===== config.mk =====
export PLATFORM = sky130hd
export DESIGN_NAME = icache_top
export DESIGN_NICKNAME = d
export VERILOG_FILES = /design/src/icache_pkg.sv /design/src/icache_controller.sv /design/src/icache_data_array.sv /design/src/icache_tag_array.sv /design/src/icache_top.sv
export SDC_FILE = /design/constraint.sdc
export NUM_CORES = 1
export LEC_CHECK = 0
export ABC_AREA = 1
export BUFFER_PORTS_ARGS = -buffer_cell sky130_fd_sc_hd__buf_2
export CORE_ASPECT_RATIO = 1.25
export CORE_MARGIN = 2
export CORE_UTILIZATION = 48
export DETAILED_ROUTE_END_ITERATION = 7
export GPL_TIMING_DRIVEN = 0
export PLACE_DENSITY = 0.73
export RECOVER_POWER = 25
export SETUP_SLACK_MARGIN = 0.05
export SLEW_MARGIN = 20
export SYNTH_ARGS = -nofsm -noshare
export SYNTH_HDL_FRONTEND = slang
export SYNTH_SLANG_ARGS = --single-unit

===== constraint.sdc =====
create_clock -name clock -period 10.4 [get_ports clock]
set_clock_uncertainty 0.15 [all_clocks]
set_input_delay 1.04 -clock clock [delete_from_list [all_inputs] [get_ports clock]]
set_output_delay 1.04 -clock clock [all_outputs]
set_load 0.02 [all_outputs]

===== src/icache_pkg.sv =====
package icache_pkg;

    // -------------------------------------------------------------------------
    // Widths
    // -------------------------------------------------------------------------

    // Fetch address and instruction word
    localparam int addr_width = 32;
    localparam int data_width = 32;

    // Byte offset inside one 4-byte word, the low address bits a line ignores
    localparam int offset_width = 2;

    // -------------------------------------------------------------------------
    // AXI4 read channels
    // -------------------------------------------------------------------------

    // Only the two codes this cache produces or forwards
    typedef enum logic [1:0] {
        okay   = 2'b00,
        slverr = 2'b10
    } resp_t;

    // Read address channel payload
    // Single beat, ID zero and word size, so only the address travels
    typedef struct packed {
        logic [addr_width-1:0] addr;
    } ar_chan_t;

    // Read data channel payload
    typedef struct packed {
        logic [data_width-1:0] data;
        resp_t                 resp;
        logic                  last;
    } r_chan_t;

endpackage


===== src/icache_controller.sv =====
`timescale 1ns/1ps

module icache_controller #(
    parameter int INDEX_WIDTH = 3,
    localparam int tag_width = icache_pkg::addr_width - INDEX_WIDTH - icache_pkg::offset_width
) (
    input  logic                              clock,
    input  logic                              reset,

    // Fetch side, AXI4 read slave
    input  icache_pkg::ar_chan_t              fetch_ar,
    input  logic                              fetch_arvalid,
    output logic                              fetch_arready,
    output icache_pkg::r_chan_t               fetch_r,
    output logic                              fetch_rvalid,
    input  logic                              fetch_rready,

    // Memory side, AXI4 read master
    output icache_pkg::ar_chan_t              mem_ar,
    output logic                              mem_arvalid,
    input  logic                              mem_arready,
    input  icache_pkg::r_chan_t               mem_r,
    input  logic                              mem_rvalid,
    output logic                              mem_rready,

    // Array lookup
    output logic                              lookup_enable,
    output logic [INDEX_WIDTH-1:0]            lookup_index,
    input  logic [tag_width-1:0]              stored_tag,
    input  logic                              stored_valid,
    input  logic [icache_pkg::data_width-1:0] stored_word,

    // Array fill
    output logic                              fill_enable,
    output logic [INDEX_WIDTH-1:0]            fill_index,
    output logic [tag_width-1:0]              fill_tag,
    output logic [icache_pkg::data_width-1:0] fill_word
);

    typedef enum logic [1:0] {
        idle,
        lookup,
        miss,
        respond
    } state_t;

    state_t state;

    // Request address, held for the whole transaction
    logic [icache_pkg::addr_width-1:0] req_addr;
    logic [tag_width-1:0]              req_tag;
    logic [INDEX_WIDTH-1:0]            req_index;

    logic                hit;
    logic                ar_sent;
    logic                mem_r_hs;
    icache_pkg::r_chan_t hit_r;
    icache_pkg::r_chan_t resp_q;

    assign req_tag   = req_addr[icache_pkg::addr_width-1 -: tag_width];
    assign req_index = req_addr[icache_pkg::offset_width +: INDEX_WIDTH];

    // -------------------------------------------------------------------------
    // Lookup and hit detection
    // -------------------------------------------------------------------------

    assign fetch_arready = (state == idle);
    assign lookup_enable = fetch_arvalid & fetch_arready;
    assign lookup_index  = fetch_ar.addr[icache_pkg::offset_width +: INDEX_WIDTH];

    // Array outputs are valid in the lookup state only
    assign hit = stored_valid && (stored_tag == req_tag);

    always_comb begin
        hit_r.data = stored_word;
        hit_r.resp = icache_pkg::okay;
        hit_r.last = 1'b1;
    end

    always_ff @(posedge clock) begin
        if (lookup_enable) begin
            req_addr <= fetch_ar.addr;
        end
    end

    // -------------------------------------------------------------------------
    // Memory read
    // -------------------------------------------------------------------------

    // Address phase first, then wait for data within the miss state
    assign mem_ar.addr = req_addr;
    assign mem_arvalid = (state == miss) & ~ar_sent;
    assign mem_rready  = (state == miss) & ar_sent;
    assign mem_r_hs    = mem_rvalid & mem_rready;

    always_ff @(posedge clock or posedge reset) begin
        if (reset) begin
            ar_sent <= 1'b0;
        end else if (mem_r_hs) begin
            ar_sent <= 1'b0;
        end else if (mem_arvalid && mem_arready) begin
            ar_sent <= 1'b1;
        end
    end

    // Only good data goes into the line
    assign fill_enable = mem_r_hs && (mem_r.resp == icache_pkg::okay);
    assign fill_index  = req_index;
    assign fill_tag    = req_tag;
    assign fill_word   = mem_r.data;

    // -------------------------------------------------------------------------
    // Fetch response
    // -------------------------------------------------------------------------

    // Hit answers straight from the arrays, everything else from resp_q
    assign fetch_rvalid = ((state == lookup) & hit) | (state == respond);
    assign fetch_r      = (state == lookup) ? hit_r : resp_q;

    always_ff @(posedge clock) begin
        if (state == lookup && hit) begin
            resp_q <= hit_r;
        end else if (mem_r_hs) begin
            resp_q <= mem_r;
        end
    end

    // State machine
    always_ff @(posedge clock or posedge reset) begin
        if (reset) begin
            state <= idle;
        end else begin
            case (state)
                idle: begin
                    if (lookup_enable) begin
                        state <= lookup;
                    end
                end
                lookup: begin
                    if (!hit) begin
                        state <= miss;
                    end else if (fetch_rready) begin
                        state <= idle;
                    end else begin
                        state <= respond;
                    end
                end
                miss: begin
                    if (mem_r_hs) begin
                        state <= respond;
                    end
                end
                respond: begin
                    if (fetch_rready) begin
                        state <= idle;
                    end
                end
                default: begin
                    state <= idle;
                end
            endcase
        end
    end

endmodule


===== src/icache_data_array.sv =====
`timescale 1ns/1ps

module icache_data_array #(
    parameter int INDEX_WIDTH = 3
) (
    input  logic                              clock,

    // Lookup port, word appears one cycle later
    input  logic                              lookup_enable,
    input  logic [INDEX_WIDTH-1:0]            lookup_index,
    output logic [icache_pkg::data_width-1:0] stored_word,

    // Fill port
    input  logic                              fill_enable,
    input  logic [INDEX_WIDTH-1:0]            fill_index,
    input  logic [icache_pkg::data_width-1:0] fill_word
);

    localparam int lines = 2 ** INDEX_WIDTH;

    // One instruction word per line
    logic [icache_pkg::data_width-1:0] words [lines];

    // Write port
    always_ff @(posedge clock) begin
        if (fill_enable) begin
            words[fill_index] <= fill_word;
        end
    end

    // Read port with output register, in step with the tag array
    always_ff @(posedge clock) begin
        if (lookup_enable) begin
            stored_word <= words[lookup_index];
        end
    end

endmodule


===== src/icache_tag_array.sv =====
`timescale 1ns/1ps

module icache_tag_array #(
    parameter int INDEX_WIDTH = 3,
    localparam int tag_width = icache_pkg::addr_width - INDEX_WIDTH - icache_pkg::offset_width
) (
    input  logic                   clock,
    input  logic                   reset,
    input  logic                   flush,

    // Lookup port, result one cycle later
    input  logic                   lookup_enable,
    input  logic [INDEX_WIDTH-1:0] lookup_index,
    output logic [tag_width-1:0]   stored_tag,
    output logic                   stored_valid,

    // Fill port
    input  logic                   fill_enable,
    input  logic [INDEX_WIDTH-1:0] fill_index,
    input  logic [tag_width-1:0]   fill_tag
);

    localparam int lines = 2 ** INDEX_WIDTH;

    logic [lines-1:0]     valid_bits;
    logic [tag_width-1:0] tags [lines];

    // -------------------------------------------------------------------------
    // Valid bits
    // -------------------------------------------------------------------------

    // Flush wins over fill; fills only happen outside idle anyway
    always_ff @(posedge clock or posedge reset) begin
        if (reset) begin
            valid_bits <= '0;
        end else if (flush) begin
            valid_bits <= '0;
        end else if (fill_enable) begin
            valid_bits[fill_index] <= 1'b1;
        end
    end

    // Tag storage
    always_ff @(posedge clock) begin
        if (fill_enable) begin
            tags[fill_index] <= fill_tag;
        end
    end

    // -------------------------------------------------------------------------
    // Registered lookup
    // -------------------------------------------------------------------------

    // A lookup at the flush edge must already see the line as invalid
    always_ff @(posedge clock or posedge reset) begin
        if (reset) begin
            stored_valid <= 1'b0;
        end else if (lookup_enable) begin
            stored_valid <= valid_bits[lookup_index] & ~flush;
        end
    end

    always_ff @(posedge clock) begin
        if (lookup_enable) begin
            stored_tag <= tags[lookup_index];
        end
    end

endmodule


===== src/icache_top.sv =====
`timescale 1ns/1ps

module icache_top #(
    parameter int INDEX_WIDTH = 3,
    localparam int tag_width = icache_pkg::addr_width - INDEX_WIDTH - icache_pkg::offset_width
) (
    input  logic                 clock,
    input  logic                 reset,
    input  logic                 flush,

    // Fetch side
    input  icache_pkg::ar_chan_t fetch_ar,
    input  logic                 fetch_arvalid,
    output logic                 fetch_arready,
    output icache_pkg::r_chan_t  fetch_r,
    output logic                 fetch_rvalid,
    input  logic                 fetch_rready,

    // Memory side
    output icache_pkg::ar_chan_t mem_ar,
    output logic                 mem_arvalid,
    input  logic                 mem_arready,
    input  icache_pkg::r_chan_t  mem_r,
    input  logic                 mem_rvalid,
    output logic                 mem_rready
);

    // -------------------------------------------------------------------------
    // Controller to array wiring
    // -------------------------------------------------------------------------

    logic                              lookup_enable;
    logic [INDEX_WIDTH-1:0]            lookup_index;
    logic [tag_width-1:0]              stored_tag;
    logic                              stored_valid;
    logic [icache_pkg::data_width-1:0] stored_word;

    logic                              fill_enable;
    logic [INDEX_WIDTH-1:0]            fill_index;
    logic [tag_width-1:0]              fill_tag;
    logic [icache_pkg::data_width-1:0] fill_word;

    icache_tag_array #(
        .INDEX_WIDTH (INDEX_WIDTH)
    ) i_icache_tag_array (
        .clock         (clock),
        .reset         (reset),
        .flush         (flush),
        .lookup_enable (lookup_enable),
        .lookup_index  (lookup_index),
        .stored_tag    (stored_tag),
        .stored_valid  (stored_valid),
        .fill_enable   (fill_enable),
        .fill_index    (fill_index),
        .fill_tag      (fill_tag)
    );

    icache_data_array #(
        .INDEX_WIDTH (INDEX_WIDTH)
    ) i_icache_data_array (
        .clock         (clock),
        .lookup_enable (lookup_enable),
        .lookup_index  (lookup_index),
        .stored_word   (stored_word),
        .fill_enable   (fill_enable),
        .fill_index    (fill_index),
        .fill_word     (fill_word)
    );

    icache_controller #(
        .INDEX_WIDTH (INDEX_WIDTH)
    ) i_icache_controller (
        .clock         (clock),
        .reset         (reset),
        .fetch_ar      (fetch_ar),
        .fetch_arvalid (fetch_arvalid),
        .fetch_arready (fetch_arready),
        .fetch_r       (fetch_r),
        .fetch_rvalid  (fetch_rvalid),
        .fetch_rready  (fetch_rready),
        .mem_ar        (mem_ar),
        .mem_arvalid   (mem_arvalid),
        .mem_arready   (mem_arready),
        .mem_r         (mem_r),
        .mem_rvalid    (mem_rvalid),
        .mem_rready    (mem_rready),
        .lookup_enable (lookup_enable),
        .lookup_index  (lookup_index),
        .stored_tag    (stored_tag),
        .stored_valid  (stored_valid),
        .stored_word   (stored_word),
        .fill_enable   (fill_enable),
        .fill_index    (fill_index),
        .fill_tag      (fill_tag),
        .fill_word     (fill_word)
    );

endmodule


; Yosys cells after proc, flatten, opt, wreduce, memory -nomap -nowiden
; Memories as Yosys holds them, arrays and structs flattened. A register that Yosys moved wholly into a read port is not among the register bits.
; Index checks and enable logic that the tools add are counted.
[word_totals]
ff_bits = 79
mem_bits_rw = 472
wordCells = 60
memories = 2
[op_classes]
order_cmp = 3
n_eq_ne = 7
n_mux = 19
n_bitwise = 10
n_reduce_logical = 11
[memory_table]
columns = memory, depth, word_bits, read_ports, rd_ports_with_merged_regs, write_ports, line
row1 = i_icache_data_array.words, 8, 32, 1, 1, 1, icache_data_array.sv:22  ; logic [icache_pkg::data_width-1:0] words [lines];
row2 = i_icache_tag_array.tags, 8, 27, 1, 1, 1, icache_tag_array.sv:26  ; logic [tag_width-1:0] tags [lines];
[op_table]
columns = cell, n
row1 = $mux 35, 3
row2 = $eq 27x27->1, 1
row3 = $mux 8, 2
row4 = $mux 2, 5
row5 = $lt 3x4->1 const B, 2
row6 = $or 8x8->8, 1
row7 = $pmux 2 s4, 1
row8 = $and 1x1->1, 6
row9 = $mux 1, 6
row10 = $reduce_bool 2->1, 3
row11 = $logic_and 1x1->1, 5
row12 = $eq 2x2->1 const B, 2
row13 = $logic_not 2->1, 2
row14 = $ne 2x2->1 const B, 2
row15 = $bmux 1 s3, 1
row16 = $demux 1 s3, 1
row17 = $ge 3x1->1 const B, 1
row18 = $reduce_and 3->1, 1
row19 = $eq 2x1->1 const B, 1
row20 = $ne 2x1->1 const B, 1
row21 = $not 1->1, 2
row22 = $or 1x1->1, 1

; Longest topological paths before layout
; Gate-level depths: netlist of the first run.
[logic_depth]
ltp_word = 7
depth_mapped = 12

; By module
; Synthesis of the first run repeated with hierarchy kept, for this count alone.
[unflattened]
hier_cells = 2452
area_unflattened_um2 = 26261.4
[modules_own_cells]
columns = mod, n_inst, cells_per_inst, area_each_um2, seq_area_each_um2
row1 = icache_data_array, 1, 1156, 12192.9, 8648.3
row2 = icache_tag_array, 1, 761, 9736.8, 7522.2
row3 = icache_controller, 1, 535, 4331.7, 2057.0

; Least setup slack after synthesis of the first run
; Ideal clock, no wire load.
[synth_path]
path_type = input port to flip-flop
startpoint = in fetch_arvalid
endpoint = reg i_icache_controller.req_addr (netlist bit i_icache_controller.mem_ar[0]), enable pin
setup_ns = 0.543
arrival_time_ns = 4.878
path_slack_ns = 4.829
path_stages = 2
path_buffers = 0
path_cell_list = inv_1 > nor2_1
[synth_between]
elab_chain_cells = 1
[synth_rtl]
columns = item, line
row1 = from (decl), icache_top.sv:13  ; input logic fetch_arvalid,
row2 = $and 1x1->1, icache_controller.sv:68  ; assign lookup_enable = fetch_arvalid & fetch_arready;
row3 = net i_icache_controller.lookup_enable, icache_controller.sv:27  ; output logic lookup_enable,
row4 = to (signal assigned), icache_controller.sv:82  ; req_addr <= fetch_ar.addr;
row5 = to (decl), icache_controller.sv:50  ; logic [icache_pkg::addr_width-1:0] req_addr;
; The timed path passes the listed nets, and every way through them passes these cells.
; A chain may end at the register's enable or synchronous reset.

==> results of run 1 <==
-- cell type report --
class	instances	area, um2	share of cell area, %
sequential	610	18200	65.4
multi-input combinational	1075	4880	17.5
clock buffer	66	1480	5.31
timing repair buffer	168	1200	4.31
tap	651	815	2.92
buffer	105	477	1.71
clock inverter	42	409	1.47
inverter	96	365	1.31
antenna	1	2.50	0.00898
-- final timing paths --
kind,from,to,slack [ns],cells after the start
max,register,fetch_r[3],5.96,6
min,i_icache_controller.resp_q[1]$_SDFFE_PP0P_,i_icache_controller.resp_q[1]$_SDFFE_PP0P_,0.30,2
max reg2reg,i_icache_controller.mem_ar[5]$_DFFE_PP_,i_icache_controller.resp_q[34]$_DFFE_PP_,7.24,12
min reg2reg,i_icache_controller.resp_q[1]$_SDFFE_PP0P_,i_icache_controller.resp_q[1]$_SDFFE_PP0P_,0.30,2
max in group asynchronous,reset,i_icache_controller.state[0]$_DFFE_PP0P_,9.29,2
min in group asynchronous,reset,i_icache_tag_array.valid_bits[0]$_DFFE_PP0P_,0.39,2
-- worst register-to-register path, cell delays in order, from the launching register on --
cell and delay, ns:
edfxtp_1 0.58, inv_1 0.10, nand2_1 0.07, nand2_1 0.05, nor2_1 0.17, nand2_1 0.13
nor2_1 0.17, nand2_1 0.11, nor2_4 0.31, nand2_2 0.11, buf_2 0.23, nand2_2 0.42
buf_16 0.24
-- metal layers --
metal	GRT usage [%]	wire [um]	vias to the layer above
met1	28.4	22200	7617
met4	10.0	2200	2
met5	0	10	-
li1	-	-	7193
met2	41.1	30700	759
met3	4.64	5000	163
-- state kept, by name, indices dropped and copies added, names as in the netlist, 8 cells and up, named ones only --
register                         count
i_icache_tag_array.tags            216
i_icache_data_array.stored_word     32
i_icache_tag_array.valid_bits        8
i_icache_controller.mem_ar          32
i_icache_data_array.words          256
i_icache_tag_array.stored_tag       27
i_icache_controller.resp_q          35
-- through the flow --
| stage | cell area, um2 | cells | power [mW] |
|---|---|---|---|
| detailed placement | 26000 | 2705 | 3.80 |
| global placement | 25400 | 2681 | 3.76 |
| floorplan | 23900 | 1886 | 3.44 |
| CTS | 27900 | 2813 | 5.89 |
| global route | 27900 | 2813 | 6.06 |
| finish | 27900 | 2814 | 5.86 |
-- Yosys cell counts (2+ instances only) --
master and count:
a21oi_1 5, a31oi_1 59, buf_1 7, buf_2 36, buf_4 4, buf_6 3, clkbuf_1 55, dfrtp_1 12
dfxtp_1 3, edfxtp_1 595, inv_1 93, inv_2 3, nand2_1 166, nand3_1 5, nand4_1 2, nor2_1 458
nor2_2 2, o21a_1 6, o21ai_0 292, o21ai_2 10, o22ai_1 60, or2_2 2
-- layout by cell type (no fill, tap or decap), types with 5 or more instances in the layout --
master,instances
inv_1,91
nand3_1,5
o21ai_0,292
nor2_4,7
bufinv_16,6
buf_12,8
a21oi_1,5
o21ai_2,10
clkinvlp_4,7
clkinv_2,13
buf_2,146
clkbuf_16,57
clkbuf_1,96
nor2_1,453
buf_16,10
o21a_1,6
buf_8,5
clkinv_1,8
buf_1,7
nand2_1,165
edfxtp_1,595
o22ai_1,60
a31oi_1,59
dfrtp_1,12
-- kinds of logic (layout without fill, tap and decap cells) --
| family | count (synthesis) | count (layout) | share of synthesized area, % |
|---|---|---|---|
| buf+inv | 201 | 477 | 3.50 |
| simple gates | 639 | 639 | 10.2 |
| flops | 610 | 610 | 76.3 |
| other cells | 0 | 1 | 0 |
| compound gates | 436 | 436 | 10.0 |
-- report_power, final --
part | switching [mW] | leakage (nW) | internal, mW | total, mW
Combinational | 0.570 | 3.28 | 0.225 | 0.795
Clock | 0.927 | 0.915 | 1.18 | 2.11
Sequential | 0.0851 | 5.55 | 2.87 | 2.95
Total | 1.58 | 9.74 | 4.27 | 5.86
==> qor.yml, run 1 <==
die:
  start_util_pct: 48.5
  die_w_um: 204
  die_h_um: 253
  dieArea_um2: 51600
  fp-row-count: 91
  ioPinCount: 145
  core-area_um2: 49300
sta:
  setup_viol: 0
  min_period_over_period_pct: 42.7
  setup_slack_ns: 5.96
  fmax_ghz: 0.225
  rsz0062_at_grt: "no"
  final_max_slew_viol_count: 0
  worstMarginPinSlew_ns: 0.991
  finalCriticalPeriod_ns: 4.44
  slew_headroom_pct: 34.0
  fin_setup_tns_ns: 0
  final_hold_viol_count: 0
  hold_ws_ns: 0.305
cts:
  ctsHoldBuffers: 0
  numCtsBuffers: 57
  cts_setup_buffers: 0
  clockBufferDepth: 3
  clk_latency_ns: 0.63
  cts_resized: 0
  cts_root_buf: "clkbuf_16"
  htreeDepth: 2
  cts_tree: "done"
  clk_pin_slew_ns: 0.06
  cts.sinks: 610
detailed_routing:
  drtIter0Drc: 1642
  vias: 15700
  drt_wl_total_um: 60100
  ant_nets: 0
  wl_per_cell_um: 21.4
  vias_per_cell: 5.59
  first_pass_iters: 8
  drc_errors: 2
critical_path:
  crit_chain: "nor2_2 > inv_1 > clkbuf_1 > buf_2 > o21ai_0 > buf_2"
  cpMaxStageDelayCell: "nor2_2"
  slowest_delay_ns: 0.49
  crit_fanout: 10
  path_buf_inv: 4
  cp_data_required_time_ns: 9.21
  cp_top_family: "buffers and inverters"
  critical_path_class: "reg2out"
  crit_path_frequent_cell: "buf_2"
  start_kind: "register"
  cp-end-kind: "output port"
  crit_arrival_ns: 3.25
synthesis:
  synth_cell_types: 30
  async_flop_share_pct: 1.97
  ys_seq_elements: 610
  netlist_area_um2: 23900
  synth_area_leaders: "edfxtp_1 75%, nor2_1 7.2%, o21ai_0 6.1%"
  ys_seq_area_share_pct: 76.3
  synth-main-ff-cell: "edfxtp_1"
  synth_top_area_share_pct: 74.8
  synth.largest_area_cell: "edfxtp_1"
  synth_nets: 1960
  yosys_warnings: 0
  synth-edff-count: 595
  synth_area_per_cell_um2: 12.7
  synthCells: 1886
placement:
  numPortBuffers: 144
  dp_hpwl_um: 38900
  dpl_worst_slack_ns: 6.53
  gp_congestion: 0.787
run:
  maxCapViolations: 0
power_and_ir_drop:
  p_per_area_nw_per_um2: 210
  p_leak_nw: 9.74
  ir_worst_vdd_uv: 142
grt:
  grt_max_degree: 38
  antenna_found_initial: 2
  grt_pass1_wl_um: 91400
  grt_pass1_vias: 15900
  grt_usage_pct: 23.5
  grt_overflow: 0
status:
  violations: "design-rule violations"
  status: "complete, but fails checks"
finish:
  fin_util_pct: 56.5
  n_fill_cell: 3857
  drive_gt1_share_pct: 13.8
  nets: 2187
  area_growth_pct: 16.6
hold_path:
  hold_class: "reg2reg"
(Power assumes the default switching activity.)
==> inputs of run 2 (changes only) <==
ABC_AREA = 0   (was 1)
PLACE_DENSITY = 0.76   (was 0.73)
clock period = 3.8 ns   (was 10.4 ns; I/O delays follow)
==> run 2 against run 1 <==
  * Cell area is 1.5% higher
  * Critical path type unchanged
  * Non-clock buffer count is 46 higher
  * Via count is 26% lower
  * Area after synthesis is 3.1% lower
  * Combinational power grew to 2.6 times the previous value
  * First-iteration DRC count is 26% lower
  * Critical path depth is 1 higher
  * Die area is 3.0% lower
  * Synthesized cell count is 43% lower
  * The run now ends clean
  * Hold slack worse by 0.22 ns
  * Count of clock-buffer cells in the layout stayed put
  * Worst setup slack worse by 5.7 ns
==> qor.yml, run 2 <==
finish:
  final_common_cell: "edfxtp_1"  # unchanged
  reg_top3: "i_icache_data_array.words (256), i_icache_tag_array.tags (216), i_icache_controller.resp_q (35)"  # unchanged
  drive_gt1_share_pct: 32.5  # was 13.8%
  nets: 1466  # was 2,187
  largest_reg_flops: 256  # unchanged
  n_fill_cell: 3439  # was 3,857
  largest_register: "i_icache_data_array.words"  # unchanged
  final_cell_mix: "595 x edfxtp_1, 122 x buf_2, 120 x mux4_2"  # was 595 x edfxtp_1, 453 x nor2_1, 292 x o21ai_0
  diodes: 0  # was 1
  final_cells: 2079  # was 2,814
  area_growth_pct: 22.0  # was 16.6%
  fin_util_pct: 58.9  # was 56.5%
synthesis:
  ys_seq_area_share_pct: 78.7  # was 76.3%
  synth_area_per_cell_um2: 21.7  # was 12.7 um2
  synth-edff-count: 595  # unchanged
  ys_seq_elements: 610  # unchanged
  async_flop_share_pct: 1.97  # unchanged
  synth-main-ff-cell: "edfxtp_1"  # unchanged
  yosysMostFrequentCell: "edfxtp_1"  # unchanged
  synth.largest_area_cell: "edfxtp_1"  # unchanged
  synth_cell_types: 34  # was 30
  synthTopCellsByCount: "595 x edfxtp_1, 120 x mux4_2, 101 x nand2_1"  # was 595 x edfxtp_1, 458 x nor2_1, 292 x o21ai_0
  netlist_area_um2: 23200  # was 23,900 um2
  synth_top_area_share_pct: 77.1  # was 74.8%
  yosys_warnings: 0  # unchanged
  synth_nets: 1141  # was 1,960
  synth_area_leaders: "edfxtp_1 77%, mux4_2 12%, mux2_2 2.9%"  # was edfxtp_1 75%, nor2_1 7.2%, o21ai_0 6.1%
  synthCells: 1067  # was 1,886
grt:
  grt_usage_pct: 20.5  # was 23.5%
  grt_pass1_wl_um: 76300  # was 91,400 um
  grt_pass1_vias: 12300  # was 15,900
  grt_max_degree: 52  # was 38
  grt_overflow: 0  # unchanged
  antenna_found_initial: 2  # unchanged
detailed_routing:
  drtIter0Drc: 1209  # was 1,642
  drt_wl_total_um: 50800  # was 60,100 um
  vias_per_cell: 5.63  # was 5.59
  ant_nets: 0  # unchanged
  wl_per_cell_um: 24.4  # was 21.4 um
  vias: 11700  # was 15,700
  first_pass_iters: 5  # was 8
  drc_errors: 0  # was 2
die:
  fp-row-count: 90  # was 91
  start_util_pct: 48.3  # was 48.5%
  die_w_um: 200  # was 204 um
  die_h_um: 250  # was 253 um
  dieArea_um2: 50000  # was 51,600 um2
  ioPinCount: 145  # unchanged
  core-area_um2: 48000  # was 49,300 um2
cts:
  clockBufferDepth: 3  # unchanged
  clk_pin_slew_ns: 0.06  # about the same
  clk_latency_ns: 0.62  # was 0.63 ns
  cts_tree: "done"  # unchanged
  htreeDepth: 2  # unchanged
  cts.sinks: 610  # unchanged
  cts_root_buf: "clkbuf_16"  # unchanged
  numCtsBuffers: 57  # unchanged
hold_path:
  hold_class: "in2reg"  # was reg2reg
critical_path:
  cp_data_required_time_ns: 3.27  # was 9.21 ns
  slowest_delay_ns: 0.56  # was 0.49 ns
  cp-end-kind: "output port"  # unchanged
  critical_path_class: "reg2out"  # unchanged
  cpMaxStageDelayCell: "or4_4"  # was nor2_2
  crit_chain: "xnor2_1 > nand4_1 > or4_4 > nor4_4 > buf_4 > o21a_1 > buf_2"  # was nor2_2 > inv_1 > clkbuf_1 > buf_2 > o21ai_0 > buf_2
  crit_fanout: 11  # was 10
  crit_arrival_ns: 2.97  # was 3.25 ns
  start_kind: "register"  # unchanged
sta:
  worstMarginPinSlew_ns: 0.997  # was 0.991 ns
  fmax_ghz: 0.286
  setup_viol: 0  # unchanged
  final_max_slew_viol_count: 0  # unchanged
  final_hold_viol_count: 0  # unchanged
  rsz0062_at_grt: "no"  # unchanged
  slew_headroom_pct: 33.5  # was 34.0%
  finalCriticalPeriod_ns: 3.50
  min_period_over_period_pct: 92.1
  hold_ws_ns: 0.0875  # was 0.305 ns
  fin_setup_tns_ns: 0  # unchanged
power_and_ir_drop:
  intPower_mw: 12.3  # was 4.27 mW
  p_per_area_nw_per_um2: 577  # was 210 nW/um2
  pwr-share-clk_pct: 37.6  # was 36.0%
  ir_worst_vdd_uv: 386  # was 142 uV
  power.share.sequential_pct: 49.6  # was 50.4%
  p_comb_share_pct: 12.8  # was 13.6%
  netSwitchingFraction_pct: 24.8  # was 27.0%
  power.total_mw: 16.3  # was 5.86 mW
  p_leak_nw: 9.40  # was 9.74 nW
  p_switching_mw: 4.04  # was 1.58 mW
placement:
  dpl.cell_count: 1887  # was 2,705
  dp_hpwl_um: 32000  # was 38,900 um
  gp_congestion: 0.787  # unchanged
  numPortBuffers: 144  # unchanged
run:
  maxCapViolations: 0  # unchanged
status:
  status: "finished, final reports clean"  # was complete, but fails checks
run 2: cell count changes after synthesis, moves of 60 or more:
| cell | delta |
|---|---|
| nor2_1 | -438 |
| o22ai_1 | -60 |
| o21ai_0 | -292 |
| nand2_1 | -65 |
| mux4_2 | +120 |
| inv_1 | -90 |
run 2: metal layers:
metal	wire length (um)	track usage [%]	part of all wire, %
met1	19600	26.4	39
met5	24	0	0.047
met2	25900	35.2	51
met3	4060	5.08	8.0
met4	1140	5.59	2.2
run 2: final timing paths:
path                       slack, ns                                            to  depth (start not counted)                                       start
max                             0.30                                  fetch_rvalid                          7    i_icache_controller.mem_ar[26]$_DFFE_PP_
min                             0.09      i_icache_controller.state[0]$_DFFE_PP0P_                          4                                  mem_rvalid
max reg2reg                     0.66      i_icache_controller.resp_q[13]$_DFFE_PP_                          7    i_icache_controller.mem_ar[26]$_DFFE_PP_
min reg2reg                     0.35    i_icache_controller.resp_q[0]$_SDFFE_PP1P_                          2  i_icache_controller.resp_q[0]$_SDFFE_PP1P_
max in group asynchronous       2.92       i_icache_controller.ar_sent$_DFFE_PP0P_                          3                                       reset
min in group asynchronous       0.22  i_icache_tag_array.valid_bits[3]$_DFFE_PP0P_                          3                                       reset
run 2: cells by family (layout without fill, tap and decap cells):
logic type / count (synthesis) / in the layout / share of synthesized area, %
AO/OA/AOI/OAI: 47 / 47 / 1.89
XOR/XNOR: 27 / 27 / 1.02
buffers and inverters: 56 / 424 / 1.03
flip-flops: 610 / 610 / 78.7
multiplexers: 182 / 182 / 14.7
AND/OR/NAND/NOR: 145 / 145 / 2.70
run 2: per-stage QoR:
step / worst slack [ns] / area (um2)
floorplan: -0.604 / 23200
global placement: -3.31 / 24700
detailed placement: 0.387 / 25400
CTS: 0.0519 / 28200
global route: 0.157 / 28300
finish: 0.299 / 28300
run 2: worst max-delay path: cells and delay by family (launching register included):
kind | cells | cell delay, ns
simple gates | 3 | 1.00
xor+xnor | 1 | 0.27
buf+inv | 2 | 0.42
compound gates | 1 | 0.14
flops | 1 | 0.52
run 2: timing repair:
| action | 4_1_cts | 5_1_grt |
|---|---|---|
| buffers inserted | 2 | 18 |
| gates resized for setup | 2 | 1 |
| endpoints found under the setup margin | 2 | 1 |
| endpoints found under the hold margin | 316 | 0 |
| hold buffers | 71 | 0 |
| pin swaps | 1 | 0 |
run 2: area by class of cell:
class                           instances  area, um2  share of cell area (%)
Sequential cell                       610      18200                    64.5
Multi-Input combinational cell        401       4780                    16.9
Timing Repair Buffer                  267       2190                    7.76
Clock buffer                           66       1520                    5.38
Tap cell                              644        806                    2.85
Clock inverter                         36        497                    1.76
Buffer                                 52        224                   0.792
Inverter                                3       16.3                  0.0576
run 2: power groups by stage:
stage,Clock (mW),Combinational (mW),Sequential (mW)
after detailed placement,0,1.99,8.23
after floorplan,0,1.14,8.23
after CTS,6.22,2.06,8.09
after global placement,0,1.89,8.25
final,6.13,2.09,8.08
after global routing,6.45,2.25,8.12
==> inputs of run 3 (changes only) <==
PLACE_DENSITY = 0.69   (was 0.76)
==> run 3 against run 2 <==
  * Via count fell by 0.99%
  * Sequential share of layout area fell by 0.24 points
  * Count of clock-buffer cells in the layout grew 2
  * Combinational power increased by 2%
  * Cell area up 0.38%
  * Flip-flop and latch count did not move
  * Power is 0.28% lower
  * Register-to-register slack got worse by 0.05 ns
  * Sequential power is essentially flat
  * Largest cell class unchanged
==> qor.yml, run 3 (synthesized netlist as in run 2, its figures left out) <==
sta:
  finalCriticalPeriod_ns: 3.62  # was 3.50 ns
  rsz0062_at_grt: "yes"  # was no
  final_hold_viol_count: 0  # unchanged
  worstMarginPinSlew_ns: 0.896  # was 0.997 ns
  fmax_ghz: 0.276  # was 0.286 GHz
  slew_headroom_pct: 40.3  # was 33.5%
  setup_slack_ns: 0.180  # was 0.299 ns
  setup_viol: 0  # unchanged
  final_max_slew_viol_count: 0  # unchanged
  min_period_over_period_pct: 95.3  # was 92.1%
cts:
  cts.sinks: 610  # unchanged
  clockBufferDepth: 3  # unchanged
  cts_tree: "done"  # unchanged
  cts_root_buf: "clkbuf_16"  # unchanged
  numCtsBuffers: 57  # unchanged
  clk_latency_ns: 0.61  # was 0.62 ns
  clk_pin_slew_ns: 0.06  # about the same
  htreeDepth: 2  # unchanged
grt:
  grt_pass1_vias: 12100  # was 12,300
  grt_pass1_wl_um: 76500  # was 76,300 um
  grt_max_degree: 64  # was 52
  grt_usage_pct: 20.8  # was 20.5%
  grt_overflow: 0  # unchanged
  antenna_found_initial: 1  # was 2
placement:
  dp_hpwl_um: 32000  # about the same
  dpl_worst_slack_ns: 0.340  # was 0.387 ns
  numPortBuffers: 144  # unchanged
  gp_congestion: 0.755  # was 0.787
  place_area_um2: 25500  # was 25,400 um2
finish:
  largest_register: "i_icache_data_array.words"  # unchanged
  final_cell_mix: "595 x edfxtp_1, 123 x buf_2, 120 x mux4_2"  # was 595 x edfxtp_1, 122 x buf_2, 120 x mux4_2
  diodes: 0  # unchanged
  area_growth_pct: 22.5  # was 22.0%
  fin_util_pct: 59.1  # was 58.9%
  final_common_cell: "edfxtp_1"  # unchanged
  reg_top3: "i_icache_data_array.words (256), i_icache_tag_array.tags (216), i_icache_controller.resp_q (35)"  # unchanged
  finalInstanceArea_um2: 28400  # was 28,300 um2
  largest_reg_flops: 256  # unchanged
  drive_gt1_share_pct: 32.2  # was 32.5%
  n_fill_cell: 3532  # was 3,439
  nets: 1471  # was 1,466
status:
  status: "finished, final reports clean"  # unchanged
detailed_routing:
  drt_wl_total_um: 51200  # was 50,800 um
  vias_per_cell: 5.55  # was 5.63
  ant_nets: 0  # unchanged
  first_pass_iters: 5  # unchanged
  vias: 11600  # was 11,700
  drtIter0Drc: 960  # was 1,209
  wl_per_cell_um: 24.6  # was 24.4 um
  drc_errors: 0  # unchanged
critical_path:
  cpMaxStageDelayCell: "edfxtp_1"  # was or4_4
  crit_fanout: 10  # was 11
  start_kind: "register"  # unchanged
  cp_top_family: "simple AND/OR/NAND/NOR gates"  # unchanged
  path_buf_inv: 3  # was 2
  slowest_delay_ns: 0.53  # was 0.56 ns
  crit_chain: "xnor2_1 > nand4_1 > or4_4 > nor4_4 > buf_4 > buf_2 > o21a_2 > buf_2"  # was xnor2_1 > nand4_1 > or4_4 > nor4_4 > buf_4 > o21a_1 > buf_2
  critical_path_class: "reg2out"  # unchanged
  crit_arrival_ns: 3.09  # was 2.97 ns
  cp_data_required_time_ns: 3.27  # about the same
  cp-end-kind: "output port"  # unchanged
  crit_path_frequent_cell: "buf_2"
die:
  fp-row-count: 90  # unchanged
  die_w_um: 200  # unchanged
  ioPinCount: 145  # unchanged
  start_util_pct: 48.3  # unchanged
  core-area_um2: 48000  # unchanged
  die_h_um: 250  # unchanged
  dieArea_um2: 50000  # unchanged
run:
  maxCapViolations: 0  # unchanged
hold_path:
  hold_class: "in2reg"  # unchanged
power_and_ir_drop:
  ir_worst_vdd_uv: 394  # was 386 uV
  p_leak_nw: 9.43  # was 9.40 nW
  p_per_area_nw_per_um2: 573  # was 577 nW/um2
-- run 3: through the flow --
step | hold WS, ns | setup TNS [ns] | cells | total power [mW]
2_1_floorplan | 0.0947 | -207.63 | 1067 | 9.37
3_3_place_gp | 0.321 | -1602.63 | 1855 | 10.2
3_5_place_dp | 0.324 | 0 | 1889 | 10.3
4_1_cts | 0.0561 | 0 | 2072 | 16.4
5_1_grt | 0.0788 | 0 | 2087 | 16.8
6_report | 0.0910 | 0 | 2087 | 16.2
-- run 3: worst min-delay path: cells and delay by family --
| family | cells | cell delay [ns] |
|---|---|---|
| compound gates | 3 | 0.34 |
| buf+inv | 1 | 0.10 |
-- run 3: final cells by class --
cell class | count | area [um2] | area share, %
clock buffer | 68 | 1490 | 5.25
buffer | 53 | 231 | 0.816
sequential | 610 | 18200 | 64.2
timing repair buffer | 271 | 2330 | 8.22
clock inverter | 37 | 495 | 1.75
multi-input combinational | 401 | 4770 | 16.8
tap | 644 | 806 | 2.84
inverter | 3 | 16.3 | 0.0573
-- run 3: worst paths after layout --
path	slack, ns	to	start	depth (start not counted)
max	0.18	fetch_rvalid	i_icache_controller.mem_ar[18]$_DFFE_PP_	8
min	0.09	i_icache_controller.state[0]$_DFFE_PP0P_	mem_rvalid	4
max reg2reg	0.61	i_icache_controller.resp_q[16]$_DFFE_PP_	i_icache_controller.mem_ar[18]$_DFFE_PP_	8
min reg2reg	0.34	i_icache_controller.resp_q[0]$_SDFFE_PP1P_	i_icache_controller.resp_q[0]$_SDFFE_PP1P_	2
max in group asynchronous	2.88	async pin	reset	3
min in group asynchronous	0.23	i_icache_tag_array.valid_bits[2]$_DFFE_PP0P_	reset	3
-- run 3: power breakdown --
| part | internal (mW) | switching [mW] |
|---|---|---|
| combinational | 0.743 | 1.39 |
| sequential | 7.85 | 0.219 |
| clock | 3.61 | 2.44 |
| total | 12.2 | 4.05 |
-- run 3: repair_timing --
action | 4_1_cts | 5_1_grt
setup endpoints to repair | 7 | 2
gates cloned | 0 | 0
pin swaps | 1 | 1
buffers inserted | 7 | 15
endpoints found under the hold margin | 323 | 0
hold buffers | 71 | 0
gates resized for setup | 2 | 3
-- run 3: routing by layer --
layer / global-route usage, % / vias up / share of wire [%]
li1: - / 5047 / -
met1: 27.4 / 6069 / 41
met2: 35.8 / 387 / 51
met3: 3.92 / 77 / 6.0
met4: 5.57 / 0 / 2.1
met5: 0 / - / 0
